**src/ddr_axi_pkg.sv**
```systemverilog
`default_nettype none

package ddr_axi_pkg;

  localparam int DATA_W     = 128;         // Native word and AXI beat width
  localparam int MASK_W     = DATA_W / 8;  // One mask bit per byte
  localparam int ADDR_W     = 32;          // Byte and word address width
  localparam int WORD_SHIFT = 4;           // Byte offset bits inside one word

  localparam logic [1:0] BURST_INCR = 2'b01;  // Address steps per beat

  // One accepted address command as held in the queues
  typedef struct packed {
    logic [ADDR_W-1:0] word_addr;  // Byte address with offset dropped
    logic [7:0]        len;        // Beats minus one
    logic [1:0]        burst;
    logic [7:0]        id;
  } axi_cmd_t;

  // One write on the native controller interface
  typedef struct packed {
    logic [ADDR_W-1:0] addr;
    logic [DATA_W-1:0] data;
    logic [MASK_W-1:0] mask;  // High bit masks the byte
  } native_wr_t;

endpackage

`default_nettype wire

```
**src/ddr_axi_queue.sv**
```systemverilog
`timescale 1ns/100ps
`default_nettype none

module ddr_axi_queue #(
  parameter int QUEUE_DEPTH = 32,
  parameter type entry_t = logic [7:0]
) (
  input  logic   axi_clk,
  input  logic   cal_done,
  input  logic   i_push,
  input  entry_t i_push_data,
  input  logic   i_pop,
  output entry_t o_head,
  output logic   o_empty,
  output logic   o_full
);

  localparam int PTR_W = (QUEUE_DEPTH > 1) ? $clog2(QUEUE_DEPTH) : 1;
  localparam int CNT_W = $clog2(QUEUE_DEPTH + 1);

  entry_t            mem [QUEUE_DEPTH];
  logic [PTR_W-1:0]  r_wr_ptr;
  logic [PTR_W-1:0]  r_rd_ptr;
  logic [CNT_W-1:0]  r_count;
  logic              w_push;
  logic              w_pop;

  assign o_empty = (r_count == '0);
  assign o_full  = (r_count == CNT_W'(QUEUE_DEPTH));
  assign w_push  = i_push & ~o_full;   // Drop pushes into a full queue
  assign w_pop   = i_pop & ~o_empty;
  assign o_head  = mem[r_rd_ptr];      // Head always visible

  always_ff @(posedge axi_clk)
  begin
    if (w_push)
    begin
      mem[r_wr_ptr] <= i_push_data;
    end
  end

  always_ff @(posedge axi_clk or negedge cal_done)
  begin
    if (!cal_done)
    begin
      r_wr_ptr <= '0;
      r_rd_ptr <= '0;
      r_count  <= '0;
    end
    else
    begin
      if (w_push)
      begin
        r_wr_ptr <= (r_wr_ptr == PTR_W'(QUEUE_DEPTH - 1)) ? '0 : r_wr_ptr + 1'b1;
      end
      if (w_pop)
      begin
        r_rd_ptr <= (r_rd_ptr == PTR_W'(QUEUE_DEPTH - 1)) ? '0 : r_rd_ptr + 1'b1;
      end
      if (w_push && !w_pop)
      begin
        r_count <= r_count + 1'b1;
      end
      else if (w_pop && !w_push)
      begin
        r_count <= r_count - 1'b1;
      end
    end
  end

endmodule

`default_nettype wire

```
**src/ddr_axi_cmd_decode.sv**
```systemverilog
`timescale 1ns/100ps
`default_nettype none

module ddr_axi_cmd_decode
  import ddr_axi_pkg::*;
#(
  parameter int QUEUE_DEPTH = 32
) (
  input  logic              axi_clk,
  input  logic              cal_done,
  input  logic [ADDR_W-1:0] i_aaddr,
  input  logic              i_atype,
  input  logic              i_avalid,
  input  logic [7:0]        i_aid,
  input  logic [7:0]        i_alen,
  input  logic [1:0]        i_aburst,
  input  logic              i_wr_busy,
  input  logic              i_rd_busy,
  input  logic              i_wr_pop,
  input  logic              i_rd_pop,
  output logic              o_aready,
  output axi_cmd_t          o_wr_cmd,
  output logic              o_wr_cmd_valid,
  output axi_cmd_t          o_rd_cmd,
  output logic              o_rd_cmd_valid,
  output logic              o_wr_accept,
  output logic              o_rd_accept,
  output axi_cmd_t          o_accept_cmd
);

  logic w_wr_full;
  logic w_rd_full;
  logic w_wr_empty;
  logic w_rd_empty;
  logic w_accept;
  logic r_run;  // Set one cycle after reset release

  always_ff @(posedge axi_clk or negedge cal_done)
  begin
    if (!cal_done)
    begin
      r_run <= 1'b0;
    end
    else
    begin
      r_run <= 1'b1;
    end
  end

  // Both queues must have room and the controller must be free
  assign o_aready = r_run & ~w_wr_full & ~w_rd_full & ~i_wr_busy & ~i_rd_busy;
  assign w_accept = i_avalid & o_aready;

  assign o_accept_cmd.word_addr = {{WORD_SHIFT{1'b0}}, i_aaddr[ADDR_W-1:WORD_SHIFT]};
  assign o_accept_cmd.len       = i_alen;
  assign o_accept_cmd.burst     = i_aburst;
  assign o_accept_cmd.id        = i_aid;

  assign o_wr_accept    = w_accept & i_atype;   // Type high selects write
  assign o_rd_accept    = w_accept & ~i_atype;
  assign o_wr_cmd_valid = ~w_wr_empty;
  assign o_rd_cmd_valid = ~w_rd_empty;

  ddr_axi_queue #(
    .QUEUE_DEPTH (QUEUE_DEPTH),
    .entry_t     (axi_cmd_t)
  ) wr_cmd_queue_inst (
    .axi_clk     (axi_clk),
    .cal_done    (cal_done),
    .i_push      (o_wr_accept),
    .i_push_data (o_accept_cmd),
    .i_pop       (i_wr_pop),
    .o_head      (o_wr_cmd),
    .o_empty     (w_wr_empty),
    .o_full      (w_wr_full)
  );

  ddr_axi_queue #(
    .QUEUE_DEPTH (QUEUE_DEPTH),
    .entry_t     (axi_cmd_t)
  ) rd_cmd_queue_inst (
    .axi_clk     (axi_clk),
    .cal_done    (cal_done),
    .i_push      (o_rd_accept),
    .i_push_data (o_accept_cmd),
    .i_pop       (i_rd_pop),
    .o_head      (o_rd_cmd),
    .o_empty     (w_rd_empty),
    .o_full      (w_rd_full)
  );

endmodule

`default_nettype wire

```
**config.mk**
```make
export PLATFORM = sky130hd
export DESIGN_NAME = ddr_axi_cmd_decode
export DESIGN_NICKNAME = d
export VERILOG_FILES = /design/src/ddr_axi_pkg.sv /design/src/ddr_axi_queue.sv /design/src/ddr_axi_cmd_decode.sv
export SDC_FILE = /design/constraint.sdc
export NUM_CORES = 2
export LEC_CHECK = 0
export BUFFER_PORTS_ARGS = -buffer_cell sky130_fd_sc_hd__buf_4
export CAP_MARGIN = 20
export CORE_ASPECT_RATIO = 0.7
export CORE_MARGIN = 5
export CORE_UTILIZATION = 30
export DETAILED_ROUTE_END_ITERATION = 10
export HOLD_SLACK_MARGIN = 0.06
export PLACE_DENSITY = 0.46
export SYNTH_ARGS = -nofsm -noshare
export SYNTH_HDL_FRONTEND = slang
export SYNTH_HIERARCHICAL = 1
export SYNTH_SLANG_ARGS = --single-unit
```
**constraint.sdc**
```tcl
create_clock -name axi_clk -period 8.1 [get_ports axi_clk]
set_input_delay 0.405 -clock axi_clk [delete_from_list [all_inputs] [get_ports axi_clk]]
set_output_delay 0.405 -clock axi_clk [all_outputs]
set_load 0.005 [all_outputs]
```
==> results.py <==
metrics = {
    "global_routing": {
        "grt_pass1_vias": 62010,
        "grtUsageTotal_pct": 16.20,
        "grt_pass1_wl_um": 487700,
        "overflow": 0,
        "antenna_found_initial": 17,
        "grt_max_degree": 97,
    },
    "critical_path": {
        "cp-end-kind": "output pin",
        "cp.arrival_ps": 5060,
        "cp_common_cell": "buf_4",
        "cp-startpoint": "wr_cmd_queue_inst/r_rd_ptr[1]",
        "rr_startpoint": "wr_cmd_queue_inst/r_count[0]",
        "cp_max_fo": 46,
        "start_kind": "flop",
        "crit_required_ps": 7700,
        "slowest_delay_ps": 830,
        "critical_path_class": "flop to output pin",
        "crit_path_top_delay_cell": "buf_4",
        "crit_chain": "buf_4 > nand3b_1 > buf_4 > buf_4 > o221ai_1 > a21oi_1 > a22oi_1 > buf_4",
    },
    "logic_synthesis": {
        "syn_area_per_cell_um2": 22.12,
        "yosysUniqueCellTypes": 59,
        "yosysSeqAreaShare_pct": 78.47,
        "synth_warnings": 6,
        "syn-cell-area_mm2": 0.1235,
        "synth_edf_count": 3200,
        "async_reset_ff_share_pct": 1.021,
        "synthCells": 5584,
        "yosys_most_used_dff": "edfxtp_1",
        "ys_ff_latch": 3233,
    },
    "layout": {
        "design_area_mm2": 0.1436,
        "layout_common_cells": "edfxtp_1, mux4_2, mux2i_1",
        "drive_gt1_share_pct": 23.95,
        "area_delta_synth_final_pct": 16.24,
        "final_common_cell": "edfxtp_1",
        "nets": 6293,
    },
    "power_and_ir_drop": {
        "combinationalPowerShare_pct": 27.2,
        "power.total_mw": 46.94,
        "swShare_pct": 30.84,
        "p_seq_share_pct": 40.5,
        "clkPwrFrac_pct": 32.3,
        "netSwitchingPower_mw": 14.48,
        "power_density_mw_per_mm2": 326.9,
        "p_leak_nw": 44.98,
        "power.internal_mw": 32.46,
        "ir_worst_vdd_mv": 0.2734,
    },
    "sta": {
        "finalSetupViolCount": 0,
        "worst_pin_slew_ps": 1186,
        "period_share_pct": 67.53,
        "hold_viol": 0,
        "fin_tns_setup_ps": 0,
        "maxSlewViolCount": 0,
        "setup_ws_ps": 2630,
        "grt_setup_unrepaired": "no",
        "layout_min_cycle_time_ps": 5470,
        "max_freq_mhz": 182.8,
        "slew_headroom_pct": 20.96,
        "skew_ps": 70.83,
    },
    "routing": {
        "drc": 0,
        "vias": 60510,
        "via_per_inst": 5.067,
        "drt_wl_total_um": 351800,
        "ant_nets": 0,
        "first_pass_iters": 7,
        "drt-initial-drc-count": 5958,
        "wl_per_cell_um": 29.46,
    },
    "floorplanning": {
        "die_y_um": 546.8,
        "die_w_um": 776.9,
        "core_mm2": 0.4109,
        "initial_core_util_pct": 30.06,
        "io_pins": 213,
        "rows": 197,
        "dieArea_mm2": 0.4248,
    },
    "hold_path": {
        "min_from": "i_aid[7]",
        "min_path_type": "input port to flop",
    },
    "clocking": {
        "clkLatencyLatePin_ps": 910,
        "cts_tree": "built",
        "postCtsSetupBuffers": 0,
        "ctsHoldBuffers": 31,
        "cts_buffers": 335,
        "h-tree-depth": 5,
        "clock_path_buffers": 4,
        "cts_sinks": 3233,
        "clk_pin_slew_ps": 60,
        "post_cts_resize_count": 0,
        "cts-root-buf": "clkbuf_16",
    },
    "placed_design": {
        "port_buffers": 204,
        "post-dp-hpwl_um": 187100,
        "gp_congestion": 0.7230,
        "placed_area_mm2": 0.1326,
        "post-place-ws_ps": 3410,
    },
    "run_status": {
        "outcome": "finished, final reports clean",
    },
    "flow_run": {
        "drv_cap": 0,
    },
}
worst max-delay path, delay by kind of cell (launching register included):
kind	cells	cell delay (ps)
buf+inv	4	2110
compound gates	3	1070
flops	1	640
simple gates	1	210
worst paths after layout:
kind	end	slack [ps]	cells after the start
worst max-delay path	o_wr_cmd[14]	2630	8
worst min-delay path	rd_cmd_queue_inst/mem[5][7]	110	1
worst max register to register	rd_cmd_queue_inst/mem[7][13]	3090	10
worst min register to register	rd_cmd_queue_inst/r_count[0]	530	1
max in group asynchronous	rd_cmd_queue_inst/r_rd_ptr[1]	7230	4
min in group asynchronous	wr_cmd_queue_inst/r_count[4]	600	4
sequential cells by signal, summed over array words and instances (netlist names):
register,flops
r_run,1
rd_cmd_queue_inst/mem,1600
rd_cmd_queue_inst/r_count,6
rd_cmd_queue_inst/r_rd_ptr,5
rd_cmd_queue_inst/r_wr_ptr,5
wr_cmd_queue_inst/mem,1600
wr_cmd_queue_inst/r_count,6
wr_cmd_queue_inst/r_rd_ptr,5
wr_cmd_queue_inst/r_wr_ptr,5
Yosys cell counts (6+ instances only):
cell type,number,area share [%]
ha_1,25,0.25
nor2_1,73,0.22
a21oi_1,200,0.81
buf_4,92,0.56
edfxtp_1,3200,78
buf_2,97,0.39
nand2_1,24,0.073
o221ai_1,196,1.4
inv_1,16,0.049
clkbuf_1,122,0.37
dfrtp_1,33,0.67
nor3_1,8,0.032
buf_6,38,0.35
o21ai_0,21,0.085
a22oi_1,294,1.8
nor2b_1,11,0.056
mux2i_1,398,3.2
nand3_1,9,0.036
nor4_1,6,0.030
nand3b_1,11,0.067
mux4_2,602,11
buf_1,11,0.033
per-layer routing:
metal / vias to the layer above / global-route usage, % / part of all wire, %
li1: 24800 / - / -
met1: 33440 / 25.39 / 49
met4: 0 / 3.448 / 2.1
met3: 427 / 2.795 / 6.0
met2: 1844 / 23.46 / 43
met5: - / 0 / 0
power groups by stage:
stage	logic [mW]	registers [mW]	clock network, mW
floorplan	8.12	18.9	0
global placement	13.1	19.3	0
detailed placement	13.1	19.4	0
CTS	13.1	19.0	15.6
global route	13.8	19.0	16.3
finish	12.8	19.0	15.2
metrics by stage:
| step | hold WS (ps) | std cells | util, % |
|---|---|---|---|
| 2_1_floorplan | 109.4 | 5843 | - |
| 3_3_place_gp | 438.0 | 11310 | 32.26 |
| 3_5_place_dp | 442.1 | 11310 | 32.27 |
| 4_1_cts | 62.09 | 11940 | 34.93 |
| 5_1_grt | 88.63 | 11940 | 34.94 |
| 6_report | 105.0 | 11940 | 34.94 |
cell families (layout without fill, tap and decap cells):
kind of cell,after synthesis,after routing,synth area share [%]
AO/OA/AOI/OAI,741,741,4.318
XOR/XNOR,7,7,0.04964
adder cells (fa/ha/maj),27,27,0.2857
buffers and inverters,390,1014,1.864
flip-flops,3233,3233,78.47
multiplexers,1004,1004,14.24
other,2,263,0.006080
AND/OR/NAND/NOR,180,180,0.7689
final cells by class:
type                    instances  area [um^2]
clock inverters               191         1799
well taps                    5472         6847
repair buffers                398         3293
fillers                     37930       267300
flip-flops and latches       3233        96950
clock buffers                 405         8795
multi-input cells            2220        25810
diodes                          2        5.005
inverters                      20        75.07
(Power assumes the default switching activity.)
