==> src/ddr_axi_pkg.sv <==
`default_nettype none

package ddr_axi_pkg;

  localparam int DATA_W     = 128;         // Native word and AXI beat width
  localparam int MASK_W     = DATA_W / 8;  // One mask bit per byte
  localparam int ADDR_W     = 32;          // Byte and word address width
  localparam int WORD_SHIFT = 4;           // Byte offset bits inside one word

  localparam logic [1:0] BURST_INCR = 2'b01;  // Address steps per beat

  // One accepted address command as held in the queues
  typedef struct packed {
    logic [ADDR_W-1:0] word_addr;  // Byte address with offset dropped
    logic [7:0]        len;        // Beats minus one
    logic [1:0]        burst;
    logic [7:0]        id;
  } axi_cmd_t;

  // One write on the native controller interface
  typedef struct packed {
    logic [ADDR_W-1:0] addr;
    logic [DATA_W-1:0] data;
    logic [MASK_W-1:0] mask;  // High bit masks the byte
  } native_wr_t;

endpackage

`default_nettype wire

==> src/ddr_axi_wr_exec.sv <==
`timescale 1ns/100ps
`default_nettype none

module ddr_axi_wr_exec
  import ddr_axi_pkg::*;
(
  input  logic              axi_clk,
  input  logic              cal_done,
  input  axi_cmd_t          i_cmd,
  input  logic              i_cmd_valid,
  input  logic [DATA_W-1:0] i_wdata,
  input  logic [MASK_W-1:0] i_strb,
  input  logic              i_wvalid,
  input  logic              i_wlast,
  input  logic              i_wr_busy,
  output logic              o_wready,
  output logic              o_cmd_pop,
  output native_wr_t        o_wr,
  output logic              o_wr_en
);

  logic              r_active;  // Burst loaded, taking beats
  logic [ADDR_W-1:0] r_addr;
  logic [1:0]        r_burst;
  logic              w_beat;

  assign o_wready  = r_active & ~i_wr_busy;
  assign w_beat    = i_wvalid & o_wready;
  assign o_cmd_pop = w_beat & i_wlast;  // Last beat retires the command

  always_ff @(posedge axi_clk or negedge cal_done)
  begin
    if (!cal_done)
    begin
      r_active <= 1'b0;
      r_addr   <= '0;
      r_burst  <= '0;
      o_wr_en  <= 1'b0;
    end
    else
    begin
      o_wr_en <= w_beat;
      if (!r_active && i_cmd_valid)
      begin
        r_active <= 1'b1;  // Load head command
        r_addr   <= i_cmd.word_addr;
        r_burst  <= i_cmd.burst;
      end
      else if (w_beat)
      begin
        if (r_burst == BURST_INCR)
        begin
          r_addr <= r_addr + 1'b1;
        end
        if (i_wlast)
        begin
          r_active <= 1'b0;
        end
      end
    end
  end

  // Native write payload, one cycle behind the beat
  always_ff @(posedge axi_clk)
  begin
    if (w_beat)
    begin
      o_wr.addr <= r_addr;
      o_wr.data <= i_wdata;
      o_wr.mask <= ~i_strb;  // Strobe low means masked byte
    end
  end

endmodule

`default_nettype wire

==> config.mk <==
export PLATFORM = sky130hd
export DESIGN_NAME = ddr_axi_wr_exec
export DESIGN_NICKNAME = d
export VERILOG_FILES = /design/src/ddr_axi_pkg.sv /design/src/ddr_axi_wr_exec.sv
export SDC_FILE = /design/constraint.sdc
export NUM_CORES = 1
export LEC_CHECK = 0
export BUFFER_PORTS_ARGS = -buffer_cell sky130_fd_sc_hd__buf_2
export CORE_AREA = 3 3 144 146
export DETAILED_ROUTE_END_ITERATION = 6
export DIE_AREA = 0 0 147 149
export PLACE_DENSITY = 0.73
export SYNTH_ARGS = -nofsm -noshare
export SYNTH_HDL_FRONTEND = slang
export SYNTH_SLANG_ARGS = --single-unit
==> constraint.sdc <==
create_clock -name axi_clk -period 5.9 [get_ports axi_clk]
set_input_delay 0.295 -clock axi_clk [delete_from_list [all_inputs] [get_ports axi_clk]]
set_output_delay 0.295 -clock axi_clk [all_outputs]
set_load 0.02 [all_outputs]
==> report_table.html <==
<table>
<tr><th>Metric</th><th>Value</th></tr>
<tr><th colspan="2">Final layout</th></tr>
<tr><td>Layout Cell Area excl Fill</td><td>0.0118 mm2</td></tr>
<tr><td>Fraction of final layout cells sized beyond drive strength 1</td><td>0.425</td></tr>
<tr><td>Total number of nets in the final design</td><td>about 1200</td></tr>
<tr><td>Layout area overhead</td><td>60.1%</td></tr>
<tr><td>Antenna Cells</td><td>0</td></tr>
<tr><th colspan="2">Setup path</th></tr>
<tr><td>Critical path endpoint category</td><td>register</td></tr>
<tr><td>Classification of the worst setup path</td><td>register to register</td></tr>
<tr><td>Nature of the critical path startpoint</td><td>register</td></tr>
<tr><td>Biggest fanout along the worst timing path</td><td>79</td></tr>
<tr><td>Arrival time worst endpoint</td><td>2460 ps</td></tr>
<tr><td>Data required, critical path</td><td>approximately 6000 ps</td></tr>
<tr><th colspan="2">Clock tree</th></tr>
<tr><td>Setup bufs post-CTS</td><td>0</td></tr>
<tr><td>Number of H-tree levels</td><td>1</td></tr>
<tr><td>Clock root buffer master</td><td>sky130_fd_sc_hd__clkbuf_16</td></tr>
<tr><td>Clock tree from TritonCTS</td><td>built</td></tr>
<tr><td>Deepest clock path buffer count</td><td>3</td></tr>
<tr><td>Cts bufs inserted</td><td>23</td></tr>
<tr><td>Clock edge transition at the registers on the reported setup and hold paths</td><td>roughly 60 ps</td></tr>
<tr><td>Number of cells upsized or downsized after cts</td><td>0</td></tr>
<tr><td>Clock Latency Late Sink</td><td>between 400 and 500 ps</td></tr>
<tr><td>Clock Sink Count</td><td>~210</td></tr>
<tr><th colspan="2">Yosys</th></tr>
<tr><td>Post-synthesis net count</td><td>roughly 630</td></tr>
<tr><td>Synthesized area per cell</td><td>17.4 um2</td></tr>
<tr><td>Most frequent cells after synthesis</td><td>sky130_fd_sc_hd__edfxtp_1 (176), sky130_fd_sc_hd__nand2_1 (44), sky130_fd_sc_hd__dfrtp_1 (36)</td></tr>
<tr><td>Primary FF master, synth</td><td>sky130_fd_sc_hd__edfxtp_1</td></tr>
<tr><td>FF+latch count, synth</td><td>212</td></tr>
<tr><td>Count of different cell masters after synthesis</td><td>37</td></tr>
<tr><td>Count of flip-flops with a built-in enable after synthesis</td><td>approximately 180</td></tr>
<tr><td>Share of the synthesized area in the top cell type</td><td>0.716</td></tr>
<tr><td>Share of async-settable or async-resettable flops after synthesis</td><td>0.170</td></tr>
<tr><td>Sequential area share after synthesis</td><td>0.838</td></tr>
<tr><td>Yosys warns</td><td>0</td></tr>
<tr><td>Syn Std Cell Area</td><td>roughly 0.0074 mm2</td></tr>
<tr><td>Top-count cell post-synth</td><td>sky130_fd_sc_hd__edfxtp_1</td></tr>
<tr><td>Syn Inst Count</td><td>424</td></tr>
<tr><td>Area leader, netlist</td><td>sky130_fd_sc_hd__edfxtp_1</td></tr>
<tr><td>Top cells by area, synth</td><td>sky130_fd_sc_hd__edfxtp_1 (72%), sky130_fd_sc_hd__dfrtp_1 (12%), sky130_fd_sc_hd__nand2_1 (2.2%), sky130_fd_sc_hd__xor2_1 (1.8%), sky130_fd_sc_hd__o21ai_0 (1.6%)</td></tr>
<tr><th colspan="2">Global route</th></tr>
<tr><td>First-pass GRT wire length</td><td>36800 um</td></tr>
<tr><td>GRT Overall Usage</td><td>0.220</td></tr>
<tr><td>Overflow left after global routing</td><td>0</td></tr>
<tr><td>Pin count of the biggest net entering global routing</td><td>80</td></tr>
<tr><td>Number of antenna violations at the first check in global routing</td><td>3</td></tr>
<tr><td>Via count of the first global-routing pass</td><td>a little under 6000</td></tr>
<tr><th colspan="2">Power</th></tr>
<tr><td>Static power due to leakage</td><td>about 0.0050 uW</td></tr>
<tr><td>Post-layout power</td><td>~4600 uW</td></tr>
<tr><td>Pwr Density</td><td>a little under 400 mW/mm2</td></tr>
<tr><td>Worst voltage drop across the vdd grid</td><td>between 0.0002 and 0.00025 V</td></tr>
<tr><th colspan="2">Drt</th></tr>
<tr><td>Average wire length per cell after detail routing</td><td>between 20 and 25 um</td></tr>
<tr><td>Routed Antenna Nets</td><td>0</td></tr>
<tr><td>Post-DR vias/cell</td><td>roughly 4.7</td></tr>
<tr><td>Detailed-routing iteration count for the pre-antenna-repair pass</td><td>4</td></tr>
<tr><td>Remaining DRCs</td><td>0</td></tr>
<tr><td>Number of DRC markers in iteration 0</td><td>330</td></tr>
<tr><td>Number of vias after detailed routing</td><td>~5800</td></tr>
<tr><td>Final routed wirelength across all metal layers</td><td>approximately 25000 um</td></tr>
<tr><th colspan="2">Placed design</th></tr>
<tr><td>Placer Congestion</td><td>a little over 0.8</td></tr>
<tr><td>Instance area at placement</td><td>between 0.009 and 0.01 mm2</td></tr>
<tr><td>Buffers added on ports</td><td>~360</td></tr>
<tr><td>Detailed placer's ending HPWL</td><td>about 16000 um</td></tr>
<tr><th colspan="2">Hold path</th></tr>
<tr><td>Hold crit path type</td><td>input pin to register</td></tr>
<tr><th colspan="2">Die</th></tr>
<tr><td>Initial cell density of the core</td><td>0.378</td></tr>
<tr><td>Number of ports placed on the die boundary</td><td>approximately 380</td></tr>
<tr><td>Core Footprint</td><td>approximately 0.020 mm2</td></tr>
<tr><td>Die Area</td><td>0.0219 mm2</td></tr>
<tr><td>Die Span Y</td><td>~150 um</td></tr>
<tr><td># rows</td><td>just over 50</td></tr>
<tr><td>Horizontal extent of the die</td><td>roughly 150 um</td></tr>
<tr><th colspan="2">Timing</th></tr>
<tr><td>Skew final</td><td>11.4 ps</td></tr>
<tr><td>Sum of negative setup slack</td><td>0 ps</td></tr>
<tr><td>Relative slew slack</td><td>0.375</td></tr>
<tr><td>Post-layout min period</td><td>~2400 ps</td></tr>
<tr><td>Setup-violating endpoint count in the final report</td><td>0</td></tr>
<tr><td>Post-route fraction of the period consumed by the critical path</td><td>0.398</td></tr>
<tr><td>Slew at the pin closest to its max-slew limit</td><td>roughly 940 ps</td></tr>
<tr><td>Max Clock Freq</td><td>between 400 and 500 MHz</td></tr>
<tr><td>Number of hold violations in the final report</td><td>0</td></tr>
<tr><td>Final Max Tran Viols</td><td>0</td></tr>
<tr><td>Unrepaired setup endpoints after global routing</td><td>no</td></tr>
<tr><th colspan="2">Job</th></tr>
<tr><td>Count of maximum capacitance violations</td><td>0</td></tr>
<tr><th colspan="2">Run status</th></tr>
<tr><td>Run status</td><td>complete, no violations</td></tr>
</table>
==> area by class of cell <==
| cell class | instances | area (um2) |
|---|---|---|
| Inverter | 20 | 80.1 |
| Clock buffer | 25 | 583 |
| Tap cell | 265 | 332 |
| Sequential cell | 212 | 6190 |
| Clock inverter | 15 | 255 |
| Multi-Input combinational cell | 181 | 1080 |
| Fill cell | 1456 | 7710 |
| Timing Repair Buffer | 512 | 3300 |
==> final timing paths <==
kind	from	to	slack, ps	cells after the start
setup / recovery	r_active	o_wr[36]	3550	3
hold / removal	i_cmd[33]	r_addr[15]	20	3
setup reg to reg	r_active	o_wr[36]	3550	3
hold reg to reg	r_burst[1]	r_burst[1]	480	2
max in group asynchronous	cal_done	r_addr[9]	4910	2
min in group asynchronous	cal_done	r_addr[31]	450	2
==> stage by stage <==
stage	utilization	setup WS, ps	hold slack, ps	instances
after floorplan	-	1120	-0.591	424
after global placement	0.488	3500	451	1044
after detailed placement	0.488	3450	451	1044
after CTS	0.605	3520	0.688	1230
after global routing	0.605	3360	15.8	1230
final	0.605	3550	23.3	1230
==> where the power goes <==
part / internal [uW] / switching, uW / total, uW
registers: 1940 / 207 / 2150
clock network: 1020 / 578 / 1600
logic: 318 / 507 / 826
==> state kept, by name, summed over array words and instances (netlist names) <==
signal    count
r_active      1
r_burst       2
o_wr_en       1
r_addr       32
o_wr        176
==> logic make-up (layout without fill, tap and decap cells) <==
family / after synthesis / in the layout / share of synthesized area
AO/OA/AOI/OAI: 34 / 34 / 0.0246
XOR/XNOR: 26 / 26 / 0.0308
adder cells (fa/ha/maj): 1 / 1 / 0.00169
buffers and inverters: 31 / 572 / 0.0159
flip-flops: 212 / 212 / 0.838
multiplexers: 2 / 2 / 0.00288
AND/OR/NAND/NOR: 118 / 118 / 0.0864
==> critical path, stage by stage (launching register included) <==
cell and delay, ps:
sky130_fd_sc_hd__dfrtp_1 390, sky130_fd_sc_hd__nand3b_1 250, sky130_fd_sc_hd__inv_6 450, sky130_fd_sc_hd__buf_4 840
==> timing repair <==
| action | in CTS | in global routing |
|---|---|---|
| hold buffers | 146 | 0 |
| hold endpoints to repair | 181 | 0 |
| endpoints found under the setup margin | 0 | 0 |
==> per-layer routing <==
metal | up-vias | part of all wire | routed length, um | global-route usage
met5 | - | 0.0016 | 41 | 0
met4 | 6 | 0.046 | 1140 | 0.0932
met3 | 67 | 0.089 | 2230 | 0.0681
met2 | 294 | 0.50 | 12400 | 0.379
met1 | 2753 | 0.37 | 9140 | 0.257
li1 | 2637 | - | - | -
==> cell usage in the layout (no fill, tap or decap), types with 3 or more instances in the layout <==
master	count
sky130_fd_sc_hd__nor4_1	5
sky130_fd_sc_hd__clkbuf_16	23
sky130_fd_sc_hd__and3_1	5
sky130_fd_sc_hd__inv_1	19
sky130_fd_sc_hd__o21ai_1	3
sky130_fd_sc_hd__bufinv_16	7
sky130_fd_sc_hd__nor3_1	5
sky130_fd_sc_hd__nand4_1	16
sky130_fd_sc_hd__clkinv_2	5
sky130_fd_sc_hd__buf_4	4
sky130_fd_sc_hd__and4_1	5
sky130_fd_sc_hd__nand2_1	44
sky130_fd_sc_hd__buf_2	362
sky130_fd_sc_hd__a21oi_1	3
sky130_fd_sc_hd__xor2_1	15
sky130_fd_sc_hd__o21ai_0	23
sky130_fd_sc_hd__nor2_1	6
sky130_fd_sc_hd__edfxtp_1	176
sky130_fd_sc_hd__dlygate4sd3_1	146
sky130_fd_sc_hd__nand3_1	17
sky130_fd_sc_hd__or3_1	3
sky130_fd_sc_hd__xnor2_1	11
sky130_fd_sc_hd__dfrtp_1	36
Power figures use the tool's default switching activity.
