## src/ddr_axi_pkg.sv

```systemverilog
`default_nettype none

package ddr_axi_pkg;

  localparam int DATA_W     = 128;         // Native word and AXI beat width
  localparam int MASK_W     = DATA_W / 8;  // One mask bit per byte
  localparam int ADDR_W     = 32;          // Byte and word address width
  localparam int WORD_SHIFT = 4;           // Byte offset bits inside one word

  localparam logic [1:0] BURST_INCR = 2'b01;  // Address steps per beat

  // One accepted address command as held in the queues
  typedef struct packed {
    logic [ADDR_W-1:0] word_addr;  // Byte address with offset dropped
    logic [7:0]        len;        // Beats minus one
    logic [1:0]        burst;
    logic [7:0]        id;
  } axi_cmd_t;

  // One write on the native controller interface
  typedef struct packed {
    logic [ADDR_W-1:0] addr;
    logic [DATA_W-1:0] data;
    logic [MASK_W-1:0] mask;  // High bit masks the byte
  } native_wr_t;

endpackage

`default_nettype wire

```

## src/ddr_axi_queue.sv

```systemverilog
`timescale 1ns/100ps
`default_nettype none

module ddr_axi_queue #(
  parameter int QUEUE_DEPTH = 32,
  parameter type entry_t = logic [7:0]
) (
  input  logic   axi_clk,
  input  logic   cal_done,
  input  logic   i_push,
  input  entry_t i_push_data,
  input  logic   i_pop,
  output entry_t o_head,
  output logic   o_empty,
  output logic   o_full
);

  localparam int PTR_W = (QUEUE_DEPTH > 1) ? $clog2(QUEUE_DEPTH) : 1;
  localparam int CNT_W = $clog2(QUEUE_DEPTH + 1);

  entry_t            mem [QUEUE_DEPTH];
  logic [PTR_W-1:0]  r_wr_ptr;
  logic [PTR_W-1:0]  r_rd_ptr;
  logic [CNT_W-1:0]  r_count;
  logic              w_push;
  logic              w_pop;

  assign o_empty = (r_count == '0);
  assign o_full  = (r_count == CNT_W'(QUEUE_DEPTH));
  assign w_push  = i_push & ~o_full;   // Drop pushes into a full queue
  assign w_pop   = i_pop & ~o_empty;
  assign o_head  = mem[r_rd_ptr];      // Head always visible

  always_ff @(posedge axi_clk)
  begin
    if (w_push)
    begin
      mem[r_wr_ptr] <= i_push_data;
    end
  end

  always_ff @(posedge axi_clk or negedge cal_done)
  begin
    if (!cal_done)
    begin
      r_wr_ptr <= '0;
      r_rd_ptr <= '0;
      r_count  <= '0;
    end
    else
    begin
      if (w_push)
      begin
        r_wr_ptr <= (r_wr_ptr == PTR_W'(QUEUE_DEPTH - 1)) ? '0 : r_wr_ptr + 1'b1;
      end
      if (w_pop)
      begin
        r_rd_ptr <= (r_rd_ptr == PTR_W'(QUEUE_DEPTH - 1)) ? '0 : r_rd_ptr + 1'b1;
      end
      if (w_push && !w_pop)
      begin
        r_count <= r_count + 1'b1;
      end
      else if (w_pop && !w_push)
      begin
        r_count <= r_count - 1'b1;
      end
    end
  end

endmodule

`default_nettype wire

```

## src/ddr_axi_result.sv

```systemverilog
`timescale 1ns/100ps
`default_nettype none

module ddr_axi_result
  import ddr_axi_pkg::*;
#(
  parameter int QUEUE_DEPTH = 32
) (
  input  logic              axi_clk,
  input  logic              cal_done,
  input  logic              i_wr_accept,
  input  logic              i_rd_accept,
  input  axi_cmd_t          i_accept_cmd,
  input  logic              i_wr_ack,
  input  logic              i_bready,
  output logic              o_bvalid,
  output logic [7:0]        o_bid,
  output logic [1:0]        o_bresp,
  input  logic              i_rd_valid,
  input  logic [DATA_W-1:0] i_rd_data,
  input  logic              i_rready,
  output logic              o_rvalid,
  output logic [DATA_W-1:0] o_rdata,
  output logic              o_rlast,
  output logic [7:0]        o_rid,
  output logic [1:0]        o_rresp,
  output logic              o_rd_en
);

  axi_cmd_t   w_wr_head;   // Oldest write still waiting for acks
  logic       w_resp_empty;
  logic       w_wr_done;
  logic       w_rd_done;
  logic [7:0] w_rlen;
  logic [7:0] r_ack_cnt;
  logic [7:0] r_beat_cnt;

  // Last ack of the head burst
  assign w_wr_done = i_wr_ack & (r_ack_cnt == w_wr_head.len);
  assign o_bvalid  = ~w_resp_empty;
  assign o_bresp   = 2'b00;

  // Read data passes straight from the controller
  assign o_rvalid  = i_rd_valid;
  assign o_rdata   = i_rd_data;
  assign o_rd_en   = i_rready;
  assign o_rresp   = 2'b00;
  assign o_rlast   = o_rvalid & (r_beat_cnt == w_rlen);
  assign w_rd_done = o_rlast & o_rvalid & i_rready;

  always_ff @(posedge axi_clk or negedge cal_done)
  begin
    if (!cal_done)
    begin
      r_ack_cnt  <= '0;
      r_beat_cnt <= '0;
    end
    else
    begin
      if (w_wr_done)
      begin
        r_ack_cnt <= '0;
      end
      else if (i_wr_ack)
      begin
        r_ack_cnt <= r_ack_cnt + 1'b1;
      end
      if (w_rd_done)
      begin
        r_beat_cnt <= '0;
      end
      else if (o_rvalid && i_rready)
      begin
        r_beat_cnt <= r_beat_cnt + 1'b1;
      end
    end
  end

  ddr_axi_queue #(
    .QUEUE_DEPTH (QUEUE_DEPTH),
    .entry_t     (axi_cmd_t)
  ) wr_len_queue_inst (
    .axi_clk     (axi_clk),
    .cal_done    (cal_done),
    .i_push      (i_wr_accept),
    .i_push_data (i_accept_cmd),
    .i_pop       (w_wr_done),
    .o_head      (w_wr_head),
    .o_empty     (),
    .o_full      ()
  );

  ddr_axi_queue #(
    .QUEUE_DEPTH (QUEUE_DEPTH),
    .entry_t     (logic [7:0])
  ) resp_queue_inst (
    .axi_clk     (axi_clk),
    .cal_done    (cal_done),
    .i_push      (w_wr_done),
    .i_push_data (w_wr_head.id),
    .i_pop       (o_bvalid & i_bready),
    .o_head      (o_bid),
    .o_empty     (w_resp_empty),
    .o_full      ()
  );

  ddr_axi_queue #(
    .QUEUE_DEPTH (QUEUE_DEPTH),
    .entry_t     (logic [7:0])
  ) rd_len_queue_inst (
    .axi_clk     (axi_clk),
    .cal_done    (cal_done),
    .i_push      (i_rd_accept),
    .i_push_data (i_accept_cmd.len),
    .i_pop       (w_rd_done),
    .o_head      (w_rlen),
    .o_empty     (),
    .o_full      ()
  );

  ddr_axi_queue #(
    .QUEUE_DEPTH (QUEUE_DEPTH),
    .entry_t     (logic [7:0])
  ) rd_id_queue_inst (
    .axi_clk     (axi_clk),
    .cal_done    (cal_done),
    .i_push      (i_rd_accept),
    .i_push_data (i_accept_cmd.id),
    .i_pop       (w_rd_done),
    .o_head      (o_rid),
    .o_empty     (),
    .o_full      ()
  );

endmodule

`default_nettype wire

```

## config.mk

```make
export PLATFORM = sky130hd
export DESIGN_NAME = ddr_axi_result
export DESIGN_NICKNAME = d
export VERILOG_FILES = /design/src/ddr_axi_pkg.sv /design/src/ddr_axi_queue.sv /design/src/ddr_axi_result.sv
export SDC_FILE = /design/constraint.sdc
export NUM_CORES = 2
export LEC_CHECK = 0
export BUFFER_PORTS_ARGS = -buffer_cell sky130_fd_sc_hd__buf_2
export CORE_MARGIN = 10
export CORE_UTILIZATION = 50
export DETAILED_ROUTE_END_ITERATION = 16
export PLACE_DENSITY = 0.68
export SLEW_MARGIN = 20
export SYNTH_ARGS = -nofsm -noshare
export SYNTH_HDL_FRONTEND = slang
export SYNTH_SLANG_ARGS = --single-unit
```

## constraint.sdc

```tcl
create_clock -name axi_clk -period 4.8 [get_ports axi_clk]
set_input_delay 0.96 -clock axi_clk [delete_from_list [all_inputs] [get_ports axi_clk]]
set_output_delay 0.96 -clock axi_clk [all_outputs]
set_load 0.03 [all_outputs]
```

==> flow_summary.toml <==
[yosys]
synth_seq_area_share = 0.728
syn_avg_cell_area_um2 = 19.4
syn_inst = 2870
synth_edf_count = 1280
async_flop_share = 0.0588
ys_warn_count = 0
synth-main-ff-cell = "edfxtp_1"
ys_ff_latch = 1360
ys_types = 80
synth_area_um2 = 55500

[run_status]
outcome = "finished, final reports clean"

[critical_path]
worst_ep_arrival_time_ns = 3.79
crit_family = "multiplexers"
crit_chain = "buf_12 -> buf_12 -> mux4_2 -> mux2_2 -> a22oi_1 -> nand3_2 -> xnor2_1 -> nand4_1 -> buf_4 -> nor3_4 -> buf_4"
max_stage_delay_ns = 0.51
path_class = "register to output port"
r2r-start = "rd_len_queue_inst.r_rd_ptr[0]"
start_kind = "register"
worstPathRequired_ns = 3.84
crit_fanout = 11
r2r_end = "rd_id_queue_inst.r_count[5]"
crit_buf_inv = 4
endpoint_kind = "output port"
crit_path_top_delay_cell = "mux4_2"
reg2reg_depth = 21
r2r_slack_ns = 0.08

[routing]
drc = 0
drt_iter0_markers = 2998
routed_wl_um = 118000
wl_per_cell_um = 25.9
first_pass_iters = 6
vias = 27300
via_per_inst = 5.98
ant_nets = 0

[min_path]
hp-class = "input pin to async pin"

[placed_design]
gp_congestion = 0.844
port_buffers = 43
dpl.hpwl_um = 74100

[clock_tree]
cts.clk_slew.worst_paths_ns = 0.06
insertion_delay_ns = 0.75
cts_buffer_depth = 3
clock_tree.htree_level_count = 4
tritoncts = "done"
cts_made_buffers = 139
holdBufCountCts = 0
clockRootBuffer = "clkbuf_16"
clock_sinks = 1360

[floorplanning]
die_x_um = 353
initial_core_util = 0.503
die_h_um = 353
core_um2 = 111000
die_area_um2 = 125000
pin_count = 338
rows = 122

[grt]
grt_pass1_wl_um = 178000
grt_use_total = 0.187
antenna_found_initial = 2
grt_max_degree = 68
grt_overflow_total = 0
grt_pass1_vias = 28100

[timing]
whs_ns = 0.221
setup_violations = 0
fin_skew_ns = 0.0237
max-slew-margin-rel = 0.293
period_minus_slack_ns = 4.75
worstMarginPinSlew_ns = 1.06
fmax_mhz = 211
post-route-period-util = 0.990
hold_viol_final = 0
drv_slew = 0

[layout]
fillCellCount = 8118
drive_gt1_frac = 0.263
multi_input_area_um2 = 13400
antennaDiodeCount = 0
regArea_um2 = 40500
syn2layout_area_growth_pct = 11.6
fin_nets = 3212
final_util = 0.561

[power]
p_per_area_nw_per_um2 = 493
ir_drop_v = 0.000340
power.leakage_nw = 19.9
p_total_mw = 30.6

[flow_run]
maxCapViolCount = 0
==> cell families (layout without fill, tap and decap cells) <==
logic type | Yosys count | in the layout | synth area share
and+or+nand+nor | 430 | 430 | 0.0375
adders and majority gates | 54 | 54 | 0.0127
AOI/OAI and AO/OA | 205 | 205 | 0.0258
DFF | 1360 | 1360 | 0.728
buffers and inverters | 301 | 505 | 0.0329
muxes | 476 | 476 | 0.156
xor gates and xnor gates | 43 | 43 | 0.00678
other | 1 | 4 | 0.0000675
==> synthesized netlist by cell type, types with 12 or more instances <==
| library cell | count | area, um^2 |
|---|---|---|
| buf_2 | 22 | 110 |
| mux4_2 | 305 | 6870 |
| nand3b_1 | 16 | 120 |
| a22oi_1 | 30 | 225 |
| ha_1 | 50 | 626 |
| mux2_2 | 49 | 552 |
| nor2_1 | 173 | 649 |
| nand2_1 | 94 | 353 |
| nor2b_1 | 17 | 106 |
| edfxtp_1 | 1280 | 38400 |
| o221ai_1 | 13 | 114 |
| or3_1 | 14 | 87.6 |
| mux2i_1 | 116 | 1160 |
| o21ai_0 | 42 | 210 |
| buf_4 | 141 | 1060 |
| nand3_1 | 33 | 165 |
| inv_1 | 38 | 143 |
| clkbuf_1 | 63 | 236 |
| nand4_1 | 15 | 93.8 |
| buf_6 | 12 | 135 |
| dfrtp_1 | 80 | 2000 |
| xor2_1 | 23 | 201 |
| xnor2_1 | 20 | 175 |
| a21oi_1 | 37 | 185 |
| buf_1 | 18 | 67.6 |
| and3_1 | 15 | 93.8 |
==> sequential cells by signal, summed over array words and instances (netlist names), 6 cells and up <==
signal and cells:
r_ack_cnt 8, r_beat_cnt 8, rd_id_queue_inst.mem 256, rd_id_queue_inst.r_count 6
rd_len_queue_inst.mem 256, rd_len_queue_inst.r_count 6, resp_queue_inst.mem 256, resp_queue_inst.r_count 6
wr_len_queue_inst.mem 512, wr_len_queue_inst.r_count 6
==> report_power, final <==
part / total, mW / internal, mW / switching, mW
clock network: 10.3 / 5.89 / 4.37
logic: 5.83 / 2.67 / 3.17
registers: 14.5 / 13.9 / 0.617
==> per-layer routing <==
layer | track usage | up-vias | part of all wire
met4 | 0.0574 | 2 | 0.023
li1 | - | 11600 | -
met3 | 0.0369 | 220 | 0.076
met1 | 0.265 | 14300 | 0.42
met5 | 0.000769 | - | 0.00010
met2 | 0.293 | 1123 | 0.48
==> worst max path at each step <==
| stage | from | cells past startpoint | slack [ns] | endpoint |
|---|---|---|---|---|
| after floorplan | rd_len_queue_inst.r_rd_ptr[1] | 21 | 0.65 | rd_id_queue_inst.r_count[5] |
| final | rd_len_queue_inst.r_rd_ptr[0] | 11 | 0.05 | o_rlast |
| after global routing | rd_len_queue_inst.r_rd_ptr[0] | 21 | -0.04 | rd_id_queue_inst.r_count[5] |
| after global placement | wr_len_queue_inst.r_rd_ptr[1] | 21 | 0.06 | wr_len_queue_inst.r_count[5] |
| after CTS | rd_len_queue_inst.r_rd_ptr[0] | 11 | 0.03 | o_rlast |
| after detailed placement | wr_len_queue_inst.r_rd_ptr[0] | 20 | 0.10 | resp_queue_inst.r_count[5] |
==> placed cells by master (no fill, tap or decap), drive strengths merged, types with 7 or more instances in the layout <==
cell / instances
edfxtp: 1280
xor2: 23
mux2i: 116
a21oi: 37
o221ai: 13
a211oi: 10
nand4: 15
nor3: 12
a22o: 7
mux4: 307
or3b: 9
a22oi: 30
bufinv: 7
a21o: 10
dfrtp: 80
nor2b: 17
mux2: 53
o21ai: 43
and3: 15
a221oi: 9
xnor2: 20
nand3b: 16
nand3: 33
nand2b: 7
ha: 50
buf: 217
inv: 53
nand2: 94
nor2: 176
or3: 14
clkinv: 41
clkbuf: 187
==> stage by stage <==
stage | instance area [um^2] | instances | TNS, ns | setup slack (ns)
after global placement | 57400 | 4302 | 0 | 0.0609
after global routing | 62000 | 4565 | -0.0777 | -0.0427
after CTS | 61700 | 4549 | 0 | 0.0257
final | 62000 | 4565 | 0 | 0.0498
after detailed placement | 57400 | 4302 | 0 | 0.102
after floorplan | 55600 | 2873 | 0 | 0.647
==> layout make-up <==
cell class                 count  share of cell area
multi-input combinational   1212               0.216
inverter                      42             0.00254
timing repair buffer         217              0.0286
clock inverter                59             0.00927
tap                         1488              0.0300
sequential                  1360               0.653
clock buffer                 187              0.0604
==> what timing repair did <==
item                                    CTS  global route
setup buffers                             1            16
pin swaps                                 1             2
endpoints found under the setup margin    1             5
resized for setup                         5            16
Note: power is estimated with default switching activity, not from simulation.
