--- src/ddr_axi_pkg.sv ---
`default_nettype none

package ddr_axi_pkg;

  localparam int DATA_W     = 128;         // Native word and AXI beat width
  localparam int MASK_W     = DATA_W / 8;  // One mask bit per byte
  localparam int ADDR_W     = 32;          // Byte and word address width
  localparam int WORD_SHIFT = 4;           // Byte offset bits inside one word

  localparam logic [1:0] BURST_INCR = 2'b01;  // Address steps per beat

  // One accepted address command as held in the queues
  typedef struct packed {
    logic [ADDR_W-1:0] word_addr;  // Byte address with offset dropped
    logic [7:0]        len;        // Beats minus one
    logic [1:0]        burst;
    logic [7:0]        id;
  } axi_cmd_t;

  // One write on the native controller interface
  typedef struct packed {
    logic [ADDR_W-1:0] addr;
    logic [DATA_W-1:0] data;
    logic [MASK_W-1:0] mask;  // High bit masks the byte
  } native_wr_t;

endpackage

`default_nettype wire

--- src/ddr_axi_rd_exec.sv ---
`timescale 1ns/100ps
`default_nettype none

module ddr_axi_rd_exec
  import ddr_axi_pkg::*;
(
  input  logic              axi_clk,
  input  logic              cal_done,
  input  axi_cmd_t          i_cmd,
  input  logic              i_cmd_valid,
  input  logic              i_rd_busy,
  output logic              o_cmd_pop,
  output logic [ADDR_W-1:0] o_rd_addr,
  output logic              o_rd_addr_en
);

  typedef enum logic [1:0] {
    RD_IDLE,
    RD_LOAD,
    RD_ISSUE
  } rd_state_t;

  rd_state_t  r_state;
  logic [7:0] r_remain;  // Beats left after the current one
  logic [1:0] r_burst;
  logic       w_issue;

  // One address per cycle that the controller is free
  assign w_issue      = (r_state == RD_ISSUE) & ~i_rd_busy;
  assign o_rd_addr_en = w_issue;
  assign o_cmd_pop    = w_issue & (r_remain == 8'd0);

  always_ff @(posedge axi_clk or negedge cal_done)
  begin
    if (!cal_done)
    begin
      r_state   <= RD_IDLE;
      r_remain  <= '0;
      r_burst   <= '0;
      o_rd_addr <= '0;
    end
    else
    begin
      case (r_state)
        RD_IDLE:
        begin
          if (i_cmd_valid)
          begin
            r_state <= RD_LOAD;
          end
        end
        RD_LOAD:
        begin
          o_rd_addr <= i_cmd.word_addr;
          r_remain  <= i_cmd.len;
          r_burst   <= i_cmd.burst;
          r_state   <= RD_ISSUE;
        end
        RD_ISSUE:
        begin
          if (w_issue)
          begin
            if (r_burst == BURST_INCR)
            begin
              o_rd_addr <= o_rd_addr + 1'b1;
            end
            if (r_remain == 8'd0)
            begin
              r_state <= RD_IDLE;  // Head popped this cycle
            end
            else
            begin
              r_remain <= r_remain - 1'b1;
            end
          end
        end
        default:
        begin
          r_state <= RD_IDLE;
        end
      endcase
    end
  end

endmodule

`default_nettype wire

--- config.mk ---
export PLATFORM = sky130hd
export DESIGN_NAME = ddr_axi_rd_exec
export DESIGN_NICKNAME = d
export VERILOG_FILES = /design/src/ddr_axi_pkg.sv /design/src/ddr_axi_rd_exec.sv
export SDC_FILE = /design/constraint.sdc
export NUM_CORES = 1
export LEC_CHECK = 0
export BUFFER_PORTS_ARGS = -buffer_cell sky130_fd_sc_hd__buf_2
export CAP_MARGIN = 40
export CORE_MARGIN = 10
export CORE_UTILIZATION = 35
export DETAILED_ROUTE_END_ITERATION = 8
export GPL_TIMING_DRIVEN = 0
export PLACE_DENSITY = 0.56
export SLEW_MARGIN = 20
export SYNTH_ARGS = -nofsm -noshare
export SYNTH_HDL_FRONTEND = slang
export SYNTH_SLANG_ARGS = --single-unit
--- constraint.sdc ---
create_clock -name axi_clk -period 2.3 [get_ports axi_clk]
set_input_delay 0.23 -clock axi_clk [delete_from_list [all_inputs] [get_ports axi_clk]]
set_output_delay 0.23 -clock axi_clk [all_outputs]
set_load 0.01 [all_outputs]
==> reports/results.ini, run 1 <==
[outcome]
status = finished, final reports clean

[pwr]
ir_drop_mv = 0.4441
leakagePower_nw = 1.475
total_power_mw = 4.660
pwr_density_cell_nw_per_um2 = 1360

[critical_path]
worst_r2r_startpoint = r_state[0]
cp.required_ns = 2.46
worst_setup_path_start_kind = register
endpoint_kind = register
cp_max_fo = 10
crit_type = reg2reg
arrival_ns = 2.24
r2r_end = o_rd_addr[11]
r2r_cells = 5
r2r_setup_slack_ns = 0.22

[timing]
finClkSkew_ns = 0.006959
timing.final.ws_setup_ns = 0.2244
finalHoldViolations = 0
timing.final.max_slew_violations = 0
worstMarginPinSlew_ns = 0.6522
fmax_ghz = 0.4818
finalCritPeriodShare_pct = 90.24
setup_viol = 0
timing.max_slew.rel_slack_pct = 56.52
setup-tns-final_ns = 0
period_needed_ns = 2.076
rsz0062_at_grt = no

[cells_and_area]
n_antenna_cell = 0
final_common_cell = buf_2
multi_input_area_sq_um = 1538
drive_gt1_share_pct = 28.75
nets = 464
area_delta_synth_final_pct = 23.38
fill_cells = 798
layout_common_cells = buf_2, dfrtp_1, a21oi_1
finalNonFillerCells = 509
register_area_sq_um = 1101

[clocking]
clock_latency_ns = 0.30
cts_hold_buf = 1
numCtsBuffers = 5
htree_levels = 2
cts_setup_buffers = 0
clock_path_buffers = 2
post_cts_resized = 0
cts_root_buf = clkbuf_8
clkSlewWorstSetupHoldPaths_ns = 0.08
cts_tree = built
cts_sinks = 44

[synthesis]
yosysWarnings = 0
ys_seq_area_share_pct = 39.64
syn_avg_cell_area_sq_um = 8.707
ys_types = 53
synth_edf_count = 0
ys.flop_type = dfrtp_1
yosys_register_bits = 44
syn_inst = 319
async_flop_share_pct = 100.0
synth_nets = 376
syn-cell-area_sq_um = 2778

[global_routing]
grt_max_degree = 29
overflow = 0
grt_usage_pct = 15.99
grt_pass1_vias = 2876
grt_antenna_before_repair = 0
grt_first_pass_wirelength_mm = 15.14

[die]
core_area_sq_um = 7727
die_area_sq_um = 11900
die_w_um = 109.1
num_io_pins = 88
initial_core_util_pct = 35.95
fp.dieH_um = 109.1
rows = 32

[drt]
postRouteAntennaNets = 0
via_per_inst = 5.694
vias = 2898
route.detailed.wl_per_inst_um = 19.02
first_iter_violations = 185
drt_pass1_iterations = 4
drcViolationCount = 0
drt_wl_total_mm = 9.679

[hold_path]
hold_end = r_burst[0]
timing.hold.worst_path_depth = 3
hp-start = i_cmd[8]
hp-class = in2reg

[place]
pre_cts_slack_ns = 0.2529
dpl.cell_count = 501
dp_hpwl_mm = 7.123
gp_congestion = 0.8193
portBuffers = 79

[run]
drv_cap = 0

[logic make-up after synthesis]
| family | share of synthesized area (%) |
|---|---|
| AND/OR/NAND/NOR | 26.35 |
| AO/OA/AOI/OAI | 26.94 |
| flip-flops | 39.64 |
| buffers and inverters | 5.000 |
| adder cells (fa/ha/maj) | 1.351 |
| multiplexers | 0.7207 |
[critical path, cell delays in order, from the launching register on]
cell and delay (ns):
dfrtp_1 0.44, nor2b_1 0.15, clkbuf_1 0.21, a31oi_2 0.45, clkbuf_1 0.49, o21ai_0 0.19
[Yosys cell counts, types with 3 or more instances]
library cell | count | area share, %
dfrtp_1 | 44 | 40
a21oi_1 | 41 | 7.4
nor2_1 | 32 | 4.3
o21ai_0 | 30 | 5.4
nand2_1 | 28 | 3.8
o22a_1 | 14 | 4.4
clkbuf_1 | 13 | 1.8
nand4_1 | 9 | 2.0
a31oi_1 | 8 | 1.8
and3_1 | 7 | 1.6
o22ai_1 | 7 | 1.6
buf_2 | 6 | 1.1
nand3_1 | 6 | 1.1
nor3_1 | 6 | 1.1
nor3b_1 | 4 | 1.1
a22oi_1 | 3 | 0.81
a41oi_1 | 3 | 0.95
buf_6 | 3 | 1.2
ha_1 | 3 | 1.4
inv_1 | 3 | 0.41
[worst max path at each step]
stage / from / to / slack, ns / cells past startpoint
2_1_floorplan: o_rd_addr[0] / o_rd_addr[28] / 0.44 / 7
3_3_place_gp: o_rd_addr[0] / o_rd_addr[28] / 0.27 / 7
3_5_place_dp: o_rd_addr[0] / o_rd_addr[28] / 0.25 / 7
4_1_cts: r_state[0] / o_cmd_pop / 0.22 / 5
5_1_grt: r_remain[4] / r_remain[6] / 0.05 / 6
6_report: r_state[0] / o_rd_addr[11] / 0.22 / 5
[metrics by stage]
step           cell area (sq um)  util [%]  hold slack, ns
5_1_grt                     3427     44.35          0.1350
3_5_place_dp                3321     42.97          0.1894
3_3_place_gp                3301     42.71          0.4271
6_report                    3427     44.35          0.1252
2_1_floorplan               2778         -        -0.06559
4_1_cts                     3427     44.35          0.1214
[layer usage]
layer  global-route usage, %  share of wire (%)  vias up  wire length, um
met5                       0                  0        -                0
met4                   5.461                1.9        0              181
met3                   3.540                6.7       15              644
met2                   26.18                 48      111             4628
met1                   20.29                 44     1385             4225
li1                        -                  -     1387                -
[state kept, by name, indices dropped and copies added, names as in the netlist]
signal,flops
o_rd_addr,32
r_remain,8
r_burst,2
r_state,2
[report_power, final]
part           internal [mW]  switching, mW  leakage [nW]
sequential              1.15          0.510         0.513
combinational          0.957           1.50         0.912
clock                  0.268          0.274        0.0503
total                   2.38           2.28          1.47
[cell type report]
type / instances / area share, %
well taps: 102 / 3.724
inverters: 3 / 0.3286
flip-flops and latches: 44 / 32.13
repair buffers: 81 / 12.41
multi-input cells: 248 / 44.87
plain buffers: 24 / 3.724
clock buffers: 7 / 2.811
No activity file was read; power rests on OpenSTA's default activity.
==> inputs of run 2 (changes only) <==
--- a/config.mk
+++ b/config.mk
@@ -9,6 +9,7 @@
 export CAP_MARGIN = 40
 export CORE_MARGIN = 10
 export CORE_UTILIZATION = 35
+export CTS_BUF_LIST = sky130_fd_sc_hd__clkbuf_16
 export DETAILED_ROUTE_END_ITERATION = 8
 export GPL_TIMING_DRIVEN = 0
 export PLACE_DENSITY = 0.56
==> run 2 against run 1 <==
Against the previous run:
- critical path depth grew 2
- wire length is essentially flat
- sequential share of layout area shrank 0.34 points
- highest routed layer unchanged
- first-iteration DRC count grew 3.2%
- critical endpoint is now o_rd_addr[28]
- via count shrank 0.48%
- hold slack gained 0.016 ns
- clock-buffer cell count shrank 2
- die area is the same
- cell area grew 1.1%
- fmax grew 0.84%
==> reports/results.ini, run 2 (synthesis gave the netlist of run 1 again) <==
[place]
gp_congestion = 0.8193
portBuffers = 79
dp_hpwl_mm = 7.123
placement.cell_area_sq_um = 3321

[run]
drv_cap = 0

[global_routing]
overflow = 0
grt_first_pass_wirelength_mm = 15.13
grt_max_degree = 29
grt_pass1_vias = 2862
grt_antenna_before_repair = 0
grt_usage_pct = 16.06

[cells_and_area]
drive_gt1_share_pct = 28.26
n_antenna_cell = 0
fin_area_sq_um = 3463
fill_cells = 794
top_regs = o_rd_addr x32, r_remain x8
final_common_cell = buf_2
layout_common_cells = buf_2, dfrtp_1, a21oi_1
area_delta_synth_final_pct = 24.68
largest_reg_flops = 32
nets = 464
regMostFlops = o_rd_addr

[critical_path]
cp.required_ns = 2.47
critPathMaxStageDelay_ns = 0.44
arrival_ns = 2.23
crit_type = reg2reg
worst_setup_path_start_kind = register
crit_top_cell = o22a_1
cp_max_fo = 10
r2r_setup_slack_ns = 0.24
cp_slowest_cell = dfrtp_1
endpoint_kind = register
cp_cell_sequence = ha_1 -> nand3_2 -> nor4_4 -> buf_6 -> nand4_1 -> o22a_1 -> o22a_1

[drt]
postRouteAntennaNets = 0
via_per_inst = 5.666
drt_wl_total_mm = 9.678
drcViolationCount = 0
vias = 2884
route.detailed.wl_per_inst_um = 19.01
drt_pass1_iterations = 5
first_iter_violations = 191

[pwr]
power_frac_clock_pct = 14.2
leakagePower_nw = 1.489
power_switching_mw = 2.300
combinationalPowerShare_pct = 51.2
ir_drop_mv = 0.5062
power.internal_mw = 2.501
pwr_density_cell_nw_per_um2 = 1386
power_frac_seq_pct = 34.6
switching_share_pct = 47.91

[timing]
timing.max_slew.rel_slack_pct = 58.06
finalHoldViolations = 0
setup_viol = 0
worstMarginPinSlew_ns = 0.6291
finalCritPeriodShare_pct = 89.49
setup-tns-final_ns = 0
finClkSkew_ns = 0.005994
rsz0062_at_grt = no
timing.final.max_slew_violations = 0
whs_ns = 0.1416
period_needed_ns = 2.058
fmax_ghz = 0.4858

[die]
die_area_sq_um = 11900
die_w_um = 109.1
core_area_sq_um = 7727
fp.dieH_um = 109.1
rows = 32
initial_core_util_pct = 35.95
num_io_pins = 88

[clocking]
numCtsBuffers = 5
cts_setup_buffers = 0
clkSlewWorstSetupHoldPaths_ns = 0.06
cts_root_buf = clkbuf_16
cts_sinks = 44
clock_path_buffers = 2
clock_latency_ns = 0.29
htree_levels = 2
cts_tree = built

[hold_path]
hp-class = in2reg

[outcome]
status = finished, final reports clean

==> run 2: worst max-delay path: cells and delay by family (launching register included) <==
kind,cells,cell delay [ns]
flip-flops,1,0.44
AO/OA/AOI/OAI,2,0.34
buffers and inverters,1,0.20
adder cells (fa/ha/maj),1,0.24
AND/OR/NAND/NOR,3,0.73
==> run 2: final cells by class <==
type,count,area [sq um],share of cell area (%)
Sequential cell,44,1101,31.79
Timing Repair Buffer,81,425.4,12.28
Tap cell,102,127.6,3.685
Buffer,24,127.6,3.685
Clock inverter,2,7.507,0.2168
Clock buffer,5,125.1,3.613
Inverter,3,11.26,0.3251
Multi-Input combinational cell,248,1538,44.40
==> run 2: routing by layer <==
layer	vias up	track usage, %	part of all wire, %
li1	1388	-	-
met2	114	26.48	48
met1	1371	20.15	43
met3	11	3.599	7.2
met5	-	0	0
met4	0	5.650	1.7
==> run 2: stage by stage <==
| step | utilization, % | std cells | power (mW) | setup WS [ns] |
|---|---|---|---|---|
| 2_1_floorplan | - | 319 | 3.163 | 0.4359 |
| 4_1_cts | 44.82 | 509 | 4.818 | 0.2367 |
| 5_1_grt | 44.82 | 509 | 5.188 | 0.05397 |
| 3_5_place_dp | 42.97 | 501 | 4.119 | 0.2529 |
| 3_3_place_gp | 42.71 | 500 | 4.080 | 0.2653 |
| 6_report | 44.82 | 509 | 4.802 | 0.2417 |
==> run 2: final timing paths <==
check | start | to | cells past startpoint
worst max-delay path | o_rd_addr[0] | o_rd_addr[28] | 7
worst min-delay path | i_cmd[8] | r_burst[0] | 3
worst max register to register | o_rd_addr[0] | o_rd_addr[28] | 7
worst min register to register | r_remain[6] | r_remain[6] | 2
max in group asynchronous | cal_done | o_rd_addr[27] | 3
min in group asynchronous | cal_done | o_rd_addr[17] | 2
==> run 2: power by group through the flow <==
stage | Sequential, mW | Clock [mW] | Combinational (mW)
global placement | 1.65 | 0 | 2.43
global route | 1.73 | 0.739 | 2.72
finish | 1.66 | 0.683 | 2.46
CTS | 1.65 | 0.695 | 2.47
detailed placement | 1.66 | 0 | 2.46
floorplan | 1.69 | 0 | 1.47
==> run 2: repair_timing <==
item | in CTS | in global routing
resized for setup | 0 | 0
hold buffers | 1 | 0
endpoints found under the hold margin | 16 | 0
==> inputs of run 3 (changes only) <==
--- a/config.mk
+++ b/config.mk
@@ -5,7 +5,7 @@
 export SDC_FILE = /design/constraint.sdc
 export NUM_CORES = 1
 export LEC_CHECK = 0
-export BUFFER_PORTS_ARGS = -buffer_cell sky130_fd_sc_hd__buf_2
+export BUFFER_PORTS_ARGS = -buffer_cell sky130_fd_sc_hd__buf_4
 export CAP_MARGIN = 40
 export CORE_MARGIN = 10
 export CORE_UTILIZATION = 35
==> run 3 against run 2 <==
Against the previous run:
- global-route usage is 0.40 points higher
- worst setup slack worse by 0.033 ns
- critical path type is now reg2out
- non-clock buffer count is 1 lower
- die area stayed put
- clock-buffer cell count stayed put
- critical path depth is 2 lower
- total power is 4.3% higher
- cell area is 5.3% higher
==> reports/results.ini, run 3 (synthesis gave the netlist of run 1 again) <==
[timing]
rsz0062_at_grt = no
setup-tns-final_ns = 0
worstMarginPinSlew_ns = 0.6745
timing.final.max_slew_violations = 0
timing.max_slew.rel_slack_pct = 55.04
period_needed_ns = 2.092
fmax_ghz = 0.4781
finClkSkew_ns = 0.004344
setup_viol = 0
finalHoldViolations = 0
finalCritPeriodShare_pct = 90.94

[clocking]
htree_levels = 2
clock_latency_ns = 0.29
cts_sinks = 44
cts_setup_buffers = 0
post_cts_resized = 0
clock_path_buffers = 2
cts_root_buf = clkbuf_16
numCtsBuffers = 5
clkSlewWorstSetupHoldPaths_ns = 0.06
cts_hold_buf = 1
cts_tree = built

[die]
die_w_um = 109.1
core_area_sq_um = 7727
num_io_pins = 88
initial_core_util_pct = 35.95
die_area_sq_um = 11900
fp.dieH_um = 109.1
rows = 32

[critical_path]
cp_slowest_cell = clkbuf_1
cp.required_ns = 2.07
crit_end = o_cmd_pop
crit_top_cell = clkbuf_1
crit_start = r_state[0]
endpoint_kind = primary output
r2r_end = o_rd_addr[28]
r2r_setup_slack_ns = 0.23
r2r_cells = 7
crit_type = reg2out
cp_max_fo = 10
cp_cell_sequence = nand2b_1 -> clkbuf_1 -> clkbuf_1 -> nor3_1 -> buf_4
arrival_ns = 1.86
worst_r2r_startpoint = o_rd_addr[0]
critPathMaxStageDelay_ns = 0.51
worst_setup_path_start_kind = register

[drt]
drt_wl_total_mm = 9.839
drcViolationCount = 0
via_per_inst = 5.666
postRouteAntennaNets = 0
route.detailed.wl_per_inst_um = 19.33
first_iter_violations = 195
vias = 2884
drt_pass1_iterations = 5

[cells_and_area]
layout_common_cells = buf_4, dfrtp_1, a21oi_1
final_common_cell = buf_4
top_regs = o_rd_addr x32, r_remain x8
n_antenna_cell = 0
fin_area_sq_um = 3647
largest_reg_flops = 32
nets = 463
regMostFlops = o_rd_addr
drive_gt1_share_pct = 28.50
area_delta_synth_final_pct = 31.31
fin_util_pct = 47.20

[global_routing]
grt_first_pass_wirelength_mm = 15.61
grt_max_degree = 45
grt_usage_pct = 16.47
grt_antenna_before_repair = 0
grt_pass1_vias = 2976
overflow = 0

[hold_path]
timing.hold.worst_path_depth = 3
hp-class = in2reg

[pwr]
combinationalPowerShare_pct = 52.4
pwr_density_cell_nw_per_um2 = 1373
power_frac_seq_pct = 33.6
leakagePower_nw = 1.555
power_switching_mw = 2.343
ir_drop_mv = 0.4900
power.internal_mw = 2.666
switching_share_pct = 46.77
power_frac_clock_pct = 14.1

[run]
drv_cap = 0

[place]
portBuffers = 79
dp_hpwl_mm = 7.180
placement.cell_area_sq_um = 3498
gp_congestion = 0.8138

[outcome]
status = finished, final reports clean

-- run 3: cell count changes in the layout (fill, tap and decap cells not counted), sizes merged --
cell and delta:
buf -1, clkinv +1
-- run 3: worst min-delay path by stage --
stage | endpoint | startpoint
finish | r_burst[0] | i_cmd[8]
floorplan | o_rd_addr[0] | cal_done
global route | r_burst[0] | i_cmd[8]
CTS | r_burst[0] | i_cmd[8]
global placement | r_remain[2] | cal_done
detailed placement | r_remain[1] | cal_done
-- run 3: area by class of cell --
cell class / count / area, sq um
fillers: 784 / 4080
multi-input cells: 248 / 1538
flip-flops and latches: 44 / 1101
repair buffers: 80 / 603.1
plain buffers: 24 / 127.6
well taps: 102 / 127.6
clock buffers: 5 / 125.1
clock inverters: 3 / 13.76
inverters: 3 / 11.26
-- run 3: per-stage QoR --
step	instances	setup slack [ns]	power, mW	hold WS, ns
after global placement	500	0.2637	4.267	0.2851
after detailed placement	500	0.2425	4.305	0.2809
after global routing	509	0.05443	5.411	0.1259
after CTS	509	0.1871	5.025	0.1269
after floorplan	319	0.4359	3.163	-0.06559
final	509	0.2083	5.009	0.1292
-- run 3: critical path: cells and delay by family, from the launching register on --
kind | cells | cell delay [ns]
buffers and inverters | 3 | 0.92
DFF | 1 | 0.43
and+or+nand+nor | 2 | 0.23
-- run 3: layer usage --
layer	up-vias	part of all wire [%]	global-route usage [%]
li1	1380	-	-
met1	1397	43	20.36
met2	99	48	27.89
met3	8	7.3	3.717
met4	0	0.97	4.896
met5	-	0	0
-- run 3: power by group through the flow --
stage | logic, mW | clock network [mW] | registers, mW
after global routing | 2.90 | 0.760 | 1.75
final | 2.62 | 0.704 | 1.68
after CTS | 2.64 | 0.716 | 1.67
after global placement | 2.60 | 0 | 1.66
after detailed placement | 2.62 | 0 | 1.68
after floorplan | 1.47 | 0 | 1.69
